[config.mk]
export PLATFORM = sky130hd
export DESIGN_NAME = prefetch
export DESIGN_NICKNAME = d
export VERILOG_FILES = /design/src/prefetch_pkg.sv /design/src/realign.sv /design/src/decompress.sv /design/src/prefetch.sv
export SDC_FILE = /design/constraint.sdc
export NUM_CORES = 1
export LEC_CHECK = 0
export BUFFER_PORTS_ARGS = -buffer_cell sky130_fd_sc_hd__buf_2
export CELL_PAD_IN_SITES_DETAIL_PLACEMENT = 1
export CELL_PAD_IN_SITES_GLOBAL_PLACEMENT = 2
export CORE_MARGIN = 1.5
export CORE_UTILIZATION = 35
export CTS_CLUSTER_SIZE = 10
export DETAILED_ROUTE_END_ITERATION = 16
export GPL_ROUTABILITY_DRIVEN = 0
export PLACE_DENSITY = 0.79
export SLEW_MARGIN = 20
export SYNTH_ARGS = -nofsm -noshare
export SYNTH_HDL_FRONTEND = slang
export SYNTH_HIERARCHICAL = 1
export SYNTH_SLANG_ARGS = --single-unit
[constraint.sdc]
create_clock -name clk -period 4.5 [get_ports clk]
set_input_delay 0.9 -clock clk [delete_from_list [all_inputs] [get_ports clk]]
set_output_delay 0.9 -clock clk [all_outputs]
set_load 0.01 [all_outputs]
[src/prefetch_pkg.sv]
// ====================
// Shared widths, opcodes, FSM encodings and the instruction word type
// Referenced by scoped name from the prefetch RTL and testbench
// ====================

package prefetch_pkg;

    // Datapath widths
    localparam int XLEN   = 32;
    localparam int HALF_W = 16;

    // Base opcodes produced by the RV32C expander
    localparam logic [6:0] OPC_OP_IMM = 7'b0010011;
    localparam logic [6:0] OPC_LUI    = 7'b0110111;
    localparam logic [6:0] OPC_OP     = 7'b0110011;
    localparam logic [6:0] OPC_JAL    = 7'b1101111;
    localparam logic [6:0] OPC_LOAD   = 7'b0000011;
    localparam logic [6:0] OPC_STORE  = 7'b0100011;

    // Realigner FSM encodings
    localparam int         ST_W            = 3;
    localparam logic [2:0] ST_IDLE         = 3'd0;
    localparam logic [2:0] ST_FETCH_FIRST  = 3'd1;
    localparam logic [2:0] ST_FETCH_SECOND = 3'd2;
    localparam logic [2:0] ST_DRAIN        = 3'd3;
    localparam logic [2:0] ST_DELIVER      = 3'd4;

    // Two halfwords of a fetched word, upper half first
    typedef struct packed {
        logic [HALF_W-1:0] hi;
        logic [HALF_W-1:0] lo;
    } half_pair_t;

    // One 32-bit word seen either whole or as two halfwords
    typedef union packed {
        logic [XLEN-1:0] full;
        half_pair_t      halves;
    } instr_word_u;

endpackage

[src/realign.sv]
// ====================
// Word fetch and halfword realignment for the prefetch stage
// Serves IF requests from a one-word buffer or from the I-cache
// ====================
`timescale 1ns/1ps

module realign (
    input  logic                           clk,
    input  logic                           rst_n_i,
    // Fetch unit side
    input  logic                           if_req_i,
    input  logic [prefetch_pkg::XLEN-1:0]  if_addr_i,
    input  logic                           if_kill_i,
    // Instruction cache side
    output logic                           icache_req_o,
    output logic [prefetch_pkg::XLEN-1:0]  icache_addr_o,
    input  logic                           icache_ack_i,
    input  prefetch_pkg::instr_word_u      icache_data_i,
    // Towards the expander
    output logic                           ralgn_ack_o,
    output prefetch_pkg::instr_word_u      ralgn_instr_o
);

    logic [prefetch_pkg::ST_W-1:0]   state_q;
    logic                            buf_valid_q;
    prefetch_pkg::instr_word_u       buf_q;
    logic [prefetch_pkg::XLEN-1:2]   buf_word_q;
    logic [prefetch_pkg::XLEN-1:0]   fetch_addr_q;
    logic [prefetch_pkg::HALF_W-1:0] hi_save_q;
    logic                            pc_hi_q;
    prefetch_pkg::instr_word_u       instr_q;

    logic word_hit;
    logic buf_needs_next;
    logic new_needs_next;

    // Picks the half at PC bit 1, zero-extended when it is compressed
    function automatic prefetch_pkg::instr_word_u select_half(
        input prefetch_pkg::instr_word_u w,
        input logic                      hi_sel
    );
        logic [prefetch_pkg::HALF_W-1:0] h;
        prefetch_pkg::instr_word_u       r;
        h = hi_sel ? w.halves.hi : w.halves.lo;
        if (h[1:0] != 2'b11) begin
            r.full = {{prefetch_pkg::HALF_W{1'b0}}, h};
        end else begin
            r = w;
        end
        return r;
    endfunction

    // Buffered word covers the requested PC
    assign word_hit = buf_valid_q && (buf_word_q == if_addr_i[prefetch_pkg::XLEN-1:2]);

    // Upper half starts a 32-bit instruction, second word required
    assign buf_needs_next = if_addr_i[1] && (buf_q.halves.hi[1:0] == 2'b11);
    assign new_needs_next = pc_hi_q && (icache_data_i.halves.hi[1:0] == 2'b11);

    always_ff @(posedge clk) begin
        if (!rst_n_i) begin
            state_q     <= prefetch_pkg::ST_IDLE;
            buf_valid_q <= 1'b0;
        end else begin
            case (state_q)
                prefetch_pkg::ST_IDLE: begin
                    if (if_kill_i) begin
                        buf_valid_q <= 1'b0;
                    end else if (if_req_i) begin
                        pc_hi_q <= if_addr_i[1];
                        if (word_hit && !buf_needs_next) begin
                            // Served straight from the buffer
                            instr_q <= select_half(buf_q, if_addr_i[1]);
                            state_q <= prefetch_pkg::ST_DELIVER;
                        end else begin
                            // PC word first, next word follows for a crossing instruction
                            fetch_addr_q <= {if_addr_i[prefetch_pkg::XLEN-1:2], 2'b00};
                            state_q      <= prefetch_pkg::ST_FETCH_FIRST;
                        end
                    end
                end

                prefetch_pkg::ST_FETCH_FIRST: begin
                    if (if_kill_i) begin
                        buf_valid_q <= 1'b0;
                        state_q     <= icache_ack_i ? prefetch_pkg::ST_IDLE
                                                    : prefetch_pkg::ST_DRAIN;
                    end else if (icache_ack_i) begin
                        buf_q       <= icache_data_i;
                        buf_word_q  <= fetch_addr_q[prefetch_pkg::XLEN-1:2];
                        buf_valid_q <= 1'b1;
                        if (new_needs_next) begin
                            hi_save_q    <= icache_data_i.halves.hi;
                            fetch_addr_q <= fetch_addr_q + prefetch_pkg::XLEN'(4);
                            state_q      <= prefetch_pkg::ST_FETCH_SECOND;
                        end else begin
                            instr_q <= select_half(icache_data_i, pc_hi_q);
                            state_q <= prefetch_pkg::ST_DELIVER;
                        end
                    end
                end

                prefetch_pkg::ST_FETCH_SECOND: begin
                    if (if_kill_i) begin
                        buf_valid_q <= 1'b0;
                        state_q     <= icache_ack_i ? prefetch_pkg::ST_IDLE
                                                    : prefetch_pkg::ST_DRAIN;
                    end else if (icache_ack_i) begin
                        // Join saved upper half with lower half of the next word
                        instr_q.full <= {icache_data_i.halves.lo, hi_save_q};
                        buf_q        <= icache_data_i;
                        buf_word_q   <= fetch_addr_q[prefetch_pkg::XLEN-1:2];
                        buf_valid_q  <= 1'b1;
                        state_q      <= prefetch_pkg::ST_DELIVER;
                    end
                end

                // Stale reply still owed by the cache, drop it
                prefetch_pkg::ST_DRAIN: begin
                    buf_valid_q <= 1'b0;
                    if (icache_ack_i) begin
                        state_q <= prefetch_pkg::ST_IDLE;
                    end
                end

                prefetch_pkg::ST_DELIVER: begin
                    if (if_kill_i) begin
                        buf_valid_q <= 1'b0;
                    end
                    state_q <= prefetch_pkg::ST_IDLE;
                end

                default: begin
                    state_q <= prefetch_pkg::ST_IDLE;
                end
            endcase
        end
    end

    // Request held high while any cache reply is outstanding
    assign icache_req_o  = (state_q == prefetch_pkg::ST_FETCH_FIRST)
                        || (state_q == prefetch_pkg::ST_FETCH_SECOND)
                        || (state_q == prefetch_pkg::ST_DRAIN);
    assign icache_addr_o = fetch_addr_q;

    assign ralgn_ack_o   = (state_q == prefetch_pkg::ST_DELIVER);
    assign ralgn_instr_o = instr_q;

endmodule

[src/decompress.sv]
// ====================
// Combinational RV32C subset expander
// Wide words pass through, unknown compressed ones become zero
// ====================
`timescale 1ns/1ps

module decompress (
    input  prefetch_pkg::instr_word_u      instr_i,
    output logic [prefetch_pkg::XLEN-1:0]  instr_o,
    output logic                           is_comp_o
);

    logic [prefetch_pkg::HALF_W-1:0] c;
    logic [prefetch_pkg::XLEN-1:0]   expanded;

    // Common C fields
    logic [4:0] rd_full;
    logic [4:0] rs2_full;
    logic [4:0] rd_p;
    logic [4:0] rs1_p;
    logic [5:0] imm6;
    logic [6:0] lw_off;

    // Compressed encodings live in the low half
    assign c = instr_i.halves.lo;

    assign rd_full  = c[11:7];
    assign rs2_full = c[6:2];

    // Three-bit register fields map onto x8..x15
    assign rd_p  = {2'b01, c[4:2]};
    assign rs1_p = {2'b01, c[9:7]};

    // CI immediate, sign bit in c[12]
    assign imm6 = {c[12], c[6:2]};

    // CL/CS word offset, bits 6..0 with two zero low bits
    assign lw_off = {c[5], c[12:10], c[6], 2'b00};

    always_comb begin
        expanded = '0;
        case ({c[15:13], c[1:0]})
            // C.LW -> lw rd', off(rs1')
            5'b010_00: begin
                expanded = {5'b00000, lw_off, rs1_p, 3'b010, rd_p,
                            prefetch_pkg::OPC_LOAD};
            end
            // C.SW -> sw rs2', off(rs1')
            5'b110_00: begin
                expanded = {5'b00000, lw_off[6:5], rd_p, rs1_p, 3'b010,
                            lw_off[4:0], prefetch_pkg::OPC_STORE};
            end
            // C.ADDI and C.NOP -> addi rd, rd, imm
            5'b000_01: begin
                expanded = {{6{imm6[5]}}, imm6, rd_full, 3'b000, rd_full,
                            prefetch_pkg::OPC_OP_IMM};
            end
            // C.LI -> addi rd, x0, imm
            5'b010_01: begin
                expanded = {{6{imm6[5]}}, imm6, 5'd0, 3'b000, rd_full,
                            prefetch_pkg::OPC_OP_IMM};
            end
            // C.LUI -> lui rd, imm
            5'b011_01: begin
                // rd of x2 is C.ADDI16SP, zero imm is reserved
                if (rd_full != 5'd2 && imm6 != 6'd0) begin
                    expanded = {{14{imm6[5]}}, imm6, rd_full,
                                prefetch_pkg::OPC_LUI};
                end
            end
            // C.J -> jal x0, off
            5'b101_01: begin
                expanded = {c[12], c[8], c[10:9], c[6], c[7], c[2], c[11],
                            c[5:3], c[12], {8{c[12]}}, 5'd0,
                            prefetch_pkg::OPC_JAL};
            end
            // C.MV and C.ADD, zero rs2 means a jump form
            5'b100_10: begin
                if (rs2_full != 5'd0) begin
                    if (c[12]) begin
                        expanded = {7'b0000000, rs2_full, rd_full, 3'b000,
                                    rd_full, prefetch_pkg::OPC_OP};
                    end else begin
                        expanded = {7'b0000000, rs2_full, 5'd0, 3'b000,
                                    rd_full, prefetch_pkg::OPC_OP};
                    end
                end
            end
            default: begin
                expanded = '0;
            end
        endcase
    end

    // Anything but 11 in the low bits is a 16-bit encoding
    assign is_comp_o = (c[1:0] != 2'b11);
    assign instr_o   = is_comp_o ? expanded : instr_i.full;

endmodule

[src/prefetch.sv]
// ====================
// Prefetch stage top between IF and the I-cache
// ====================
`timescale 1ns/1ps

module prefetch (
    input  logic                           clk,
    input  logic                           rst_n_i,
    // Fetch unit side
    input  logic                           if_req_i,
    input  logic [prefetch_pkg::XLEN-1:0]  if_addr_i,
    input  logic                           if_kill_i,
    output logic                           if_ack_o,
    output logic [prefetch_pkg::XLEN-1:0]  if_instr_o,
    output logic                           if_comp_o,
    // Instruction cache side
    output logic                           icache_req_o,
    output logic [prefetch_pkg::XLEN-1:0]  icache_addr_o,
    input  logic                           icache_ack_i,
    input  logic [prefetch_pkg::XLEN-1:0]  icache_data_i
);

    logic                      ralgn_ack;
    prefetch_pkg::instr_word_u ralgn_instr;
    logic                      is_comp;
    logic                      comp_ack;

    realign u_realign (
        .clk           (clk),
        .rst_n_i       (rst_n_i),
        .if_req_i      (if_req_i),
        .if_addr_i     (if_addr_i),
        .if_kill_i     (if_kill_i),
        .icache_req_o  (icache_req_o),
        .icache_addr_o (icache_addr_o),
        .icache_ack_i  (icache_ack_i),
        .icache_data_i (icache_data_i),
        .ralgn_ack_o   (ralgn_ack),
        .ralgn_instr_o (ralgn_instr)
    );

    // Expander sits on the delivery path, no clock
    decompress u_decompress (
        .instr_i   (ralgn_instr),
        .instr_o   (if_instr_o),
        .is_comp_o (is_comp)
    );

    // Compressed flag dropped under kill, shown only with the ack
    assign comp_ack  = is_comp & ~if_kill_i;
    assign if_ack_o  = ralgn_ack;
    assign if_comp_o = comp_ack & ralgn_ack;

endmodule

==> After elaboration in Yosys (flattened, before gate mapping) <==
Cells that the tools add are included.
W data, S select, Z words.
{ "op_classes": {"addsub": 1, "muxes": 40, "eq_ne": 33, "n_reduce_logical": 23, "bitwise": 3} }
{ "op_table": {"columns": ["cell", "count"], "rows": [
  ["$mux W32", 18],
  ["$pmux W32 S7", 1],
  ["$pmux W32 S3", 1],
  ["$pmux W32 S2", 1],
  ["$add A32 B3 Y32 const B", 1],
  ["$mux W16", 2],
  ["$eq A30 B30 Y1", 1],
  ["$mux W3", 9],
  ["$mux W25", 1],
  ["$ne A2 B2 Y1 const B", 12],
  ["$mux W20", 1],
  ["$eq A5 B4 Y1 const B", 3],
  ["$eq A5 B5 Y1 const B", 3],
  ["$pmux W3 S4", 1],
  ["$reduce_and A10 Y1", 1],
  ["$reduce_and A5 Y1", 2],
  ["$reduce_and A4 Y1", 2],
  ["$reduce_and A8 Y1", 1],
  ["$eq A3 B2 Y1 const B", 2],
  ["$ne A2 B1 Y1 const B", 3],
  ["$ne A3 B3 Y1 const B", 2],
  ["$reduce_bool A3 Y1", 2],
  ["$reduce_bool A6 Y1", 1],
  ["$eq A5 B1 Y1 const B", 1],
  ["other kinds (18)", 28]
]} }
{ "word_totals": {"in_bits": 69, "wordCells": 108, "regBits": 147} }

==> Longest topological paths before layout <==
{ "depth": {"ltp_word": 8, "ltp_mapped": 7} }

==> Cells and area by module <==
Netlist, hierarchy kept.
{ "by_module_without_submodules": {"columns": ["module", "seq_area_each_um2", "cells_per_inst", "n_inst", "area_each_um2"], "rows": [
  ["realign", 4314.1, 523, 1, 6741.5],
  ["decompress", 0.0, 123, 1, 895.9],
  ["prefetch", 0.0, 1, 1, 8.8]
]} }

==> Least setup slack after synthesis <==
Ideal clock, no wire load.
{ "synth_timing": {"path_type": "input -> register", "start": "input if_addr_i[25] (netlist name)", "end": "register u_realign.instr_q (netlist bit u_realign/ralgn_instr_o[0]), enable pin", "n_path_buf": 0, "t_arrival_ns": 3.159, "setup_ns": 0.432, "setup_slack_ns": 0.909, "path_stages": 5, "cell_sequence": "xnor2_1 -> nand4_1 -> nor4_1 -> nand2_1 -> a21oi_1"} }
{ "synth_via": {"elab_chain_cells": 5} }
{ "synth_rtl": {"columns": ["item", "line", "text"], "rows": [
  ["from (decl)", "prefetch.sv:11", "input logic [prefetch_pkg::XLEN-1:0] if_addr_i,"],
  ["$eq A30 B30 Y1", "realign.sv:54", "assign word_hit = buf_valid_q && (buf_word_q == if_addr_i[prefetch_pkg::XLEN-1:2]);"],
  ["$logic_and A1 B1 Y1", "realign.sv:54", null],
  ["$logic_and A1 B1 Y1", "realign.sv:71", "if (word_hit && !buf_needs_next) begin"],
  ["$ne A2 B1 Y1 (no line)", null, null],
  ["$reduce_and A10 Y1 (no line)", null, null],
  ["to (signal assigned)", "realign.sv:73", "instr_q <= select_half(buf_q, if_addr_i[1]);"],
  ["to (signal assigned)", "realign.sv:97", "instr_q <= select_half(icache_data_i, pc_hi_q);"],
  ["to (decl)", "realign.sv:31", "prefetch_pkg::instr_word_u instr_q;"]
]} }
No other way between the ends.
A chain may end at the register's enable or synchronous reset.

==> Final worst setup path <==
{ "layout_timing": {"start": "register u_realign.instr_q (netlist bit u_realign/ralgn_instr_o[15])", "end": "output if_instr_o[19] (netlist name)"} }
{ "layout_via": {"elab_chain_cells": 3, "elab_cells_between_ends": 9, "cone_classes": "eq/ne (7); mux (2)"} }
{ "layout_rtl": {"columns": ["item", "line", "text"], "rows": [
  ["$eq A5 B5 Y1, or another cell as far along", "decompress.sv:42", "case ({c[15:13], c[1:0]})"],
  ["$pmux W32 S7 *", "decompress.sv:42", null],
  ["$mux W32 *", "decompress.sv:97", "assign instr_o = is_comp_o ? expanded : instr_i.full;"],
  ["to (decl)", "prefetch.sv:14", "output logic [prefetch_pkg::XLEN-1:0] if_instr_o,"]
]} }
Every way passes the cells marked *; elsewhere a longest branch is shown, timed or not.

==> impl_metrics.ini <==
[status]
status = completed

[power_and_ir_drop]
ir_drop_mv = 0.278
power_leakage_nw = 3.47
power_density_nw_per_um2 = 353

[detailed_routing]
viasPerCell = 5.59
ant_nets = 0
dr_total_vias = 5945
first_iter_violations = 476
first_pass_iters = 6
wl_per_cell_um = 21.5
route.detailed.drc = 0
drt_wl_total_um = 22800

[clock_network]
h-tree-depth = 4
cts_resized = 0
cts_max_path_buffers = 2
clk_latency_ns = 0.44
postCtsSetupBuffers = 0
clockRootBuffer = clkbuf_16
ctsHoldBuffers = 0
clkSlewWorstSetupHoldPaths_ns = 0.06
cts_buffers = 17
cts_tree = done
cts.sinks = 145

[synth]
syn_area_um2 = 7650
synthFlopType = edfxtp_1
ys_seq_area_share_pct = 56.4
syn_inst = 647
post_synth_num_cell_types = 77
ys_seq_elements = 145
synth-edff-count = 141
ys_warn_count = 6
synth.avg_cell_area_um2 = 11.8
synth-async-reset-ratio_pct = 0

[placed_design]
port_buffers = 132
post-place-ws_ns = 1.39
dpl.hpwl_um = 16200
dp_cells = 1029

[sta]
maxSlewViolCount = 0
setup_tns_ns = 0
finalSetupViolCount = 0
final.min_clock_period_ns = 3.58
rsz0062_at_grt = false
fin_crit_sh_pct = 79.5
final.setup.worst_slack_ns = 0.923
tightest_slew_ns = 1.13
hold_viol_final = 0
clock.fmax_mhz = 280
relSlewSlack_pct = 24.6
fin_skew_ns = 0.0188

[finish]
final_cells = 1063
layout.nets = 843
syn_to_final_growth_pct = 18.9
fillers = 2340
drive_gt1_share_pct = 26.3

[die]
ioPinCount = 136
die_area_um2 = 22700
die_y_um = 151
initial_utilization_pct = 36.0
die-width_um = 151
core_um2 = 21200
rows = 53

[worst_setup_path]
worstSetupPathDepth = 6
crit_chain = nand3b_1 -> nor2_1 -> nand2_1 -> nand2_1 -> a221o_1 -> buf_2
critPathCaptureType = output port
cp_top_family = simple AND/OR/NAND/NOR gates
reg2reg_depth = 5
cp_slowest_cell = edfxtp_1
crit_type = flop to output port
worstPathMaxFanout = 17
crit_top_cell = nand2_1
timing.critical_path.buf_inv = 1
cp.arrival_ns = 2.68
critPathMaxStageDelay_ns = 0.81
cp-start-kind = flop
required_ns = 3.60

[flow_run]
maxCapViolCount = 0

[min_path]
min_path_type = flop to flop
holdPathStages = 0

[global_routing]
grt.overflow.total = 0
gr-usage-all-layers_pct = 20.6
grt_antenna_before_repair = 3
grt_pass1_vias = 6095
grt_start_max_net_pins = 66
grt_pass1_wl_um = 35100
path summary, 6_finish.rpt:
path	from	endpoint	slack (ns)
min	u_realign/icache_addr_o[31]	u_realign/buf_word_q[31]	0.53
max reg2reg	u_realign/state_q[0]	u_realign/buf_q[0]	1.65
max	u_realign/ralgn_instr_o[15]	if_instr_o[19]	0.92
min reg2reg	u_realign/icache_addr_o[31]	u_realign/buf_word_q[31]	0.53
worst register-to-register path, delay by kind of cell, from the launching register on:
kind	cells	cell delay [ns]
flops	1	0.61
simple gates	3	1.14
buf+inv	2	0.77
cells in the final DEF (no fill, tap or decap), drive strengths merged, types with 7 or more instances in the layout:
master / n
nor2: 27
buf: 140
a21oi: 21
nor3: 8
nor4: 7
o22ai: 7
a222oi: 15
xnor2: 40
edfxtp: 141
nand2b: 7
nand3: 25
nand2: 81
and2: 8
clkbuf: 17
o221ai: 14
nand4: 22
inv: 32
xor2: 18
a221o: 14
o21ai: 38
mux2i: 31
final cells by class:
cell class | instances | area (µm²) | share of cell area [%]
antenna | 2 | 5.00 | 0.0550
inverter | 26 | 97.6 | 1.07
clock buffer | 17 | 425 | 4.68
clock inverter | 15 | 126 | 1.39
timing repair buffer | 140 | 721 | 7.93
multi-input combinational | 443 | 3060 | 33.6
tap | 275 | 344 | 3.78
sequential | 145 | 4310 | 47.4
per-stage QoR:
step	total power, W	hold WS [ns]	instance area, µm²	util, %
3_3_place_gp	0.00190	0.491	8540	40.2
2_1_floorplan	0.00177	0.491	7650	-
5_1_grt	0.00332	0.554	9090	42.8
6_report	0.00321	0.532	9090	42.8
4_1_cts	0.00324	0.529	9090	42.8
3_5_place_dp	0.00192	0.514	8540	40.2
registers in the layout, summed over array words and instances (netlist names):
signal and cells:
u_realign/buf_q 32, u_realign/ralgn_instr_o 32, u_realign/buf_word_q 30, u_realign/icache_addr_o 30, u_realign/hi_save_q 16, u_realign/state_q 3
u_realign/buf_valid_q 1, u_realign/pc_hi_q 1
cells by family (layout without fill, tap and decap cells):
kind of cell / after synthesis / count (layout) / share of synthesized area, %
simple gates: 211 / 211 / 15.1
flops: 145 / 145 / 56.4
compound gates: 139 / 139 / 13.4
buf+inv: 60 / 198 / 4.01
xor+xnor: 58 / 58 / 6.64
mux: 32 / 32 / 4.21
fa+ha+maj: 1 / 1 / 0.164
other cells: 1 / 4 / 0.0490
cell usage after synthesis (14+ instances only):
cell	count	area, µm²
a21oi_1	20	100
nand2_1	81	304
nor2_1	26	97.6
mux2i_1	31	310
o21ai_0	34	170
edfxtp_1	141	4230
nand4_1	22	138
nand3_1	22	110
xnor2_1	40	350
xor2_1	18	158
a222oi_1	15	150
inv_1	26	97.6
o221ai_1	14	123
metal layers:
| layer | vias to the layer above | wire length [µm] | track usage, % |
|---|---|---|---|
| li1 | 2739 | - | - |
| met1 | 2963 | 9810 | 26.4 |
| met2 | 207 | 11300 | 34.4 |
| met3 | 32 | 1350 | 4.52 |
| met4 | 4 | 397 | 7.04 |
| met5 | - | 23 | 0 |
power breakdown:
part / total, W / switching [W] / internal (W)
sequential: 0.00157 / 0.0000446 / 0.00153
combinational: 0.000313 / 0.000192 / 0.000121
clock: 0.00132 / 0.000606 / 0.000719
total: 0.00321 / 0.000842 / 0.00237
No activity file was read; power rests on OpenSTA's default activity.
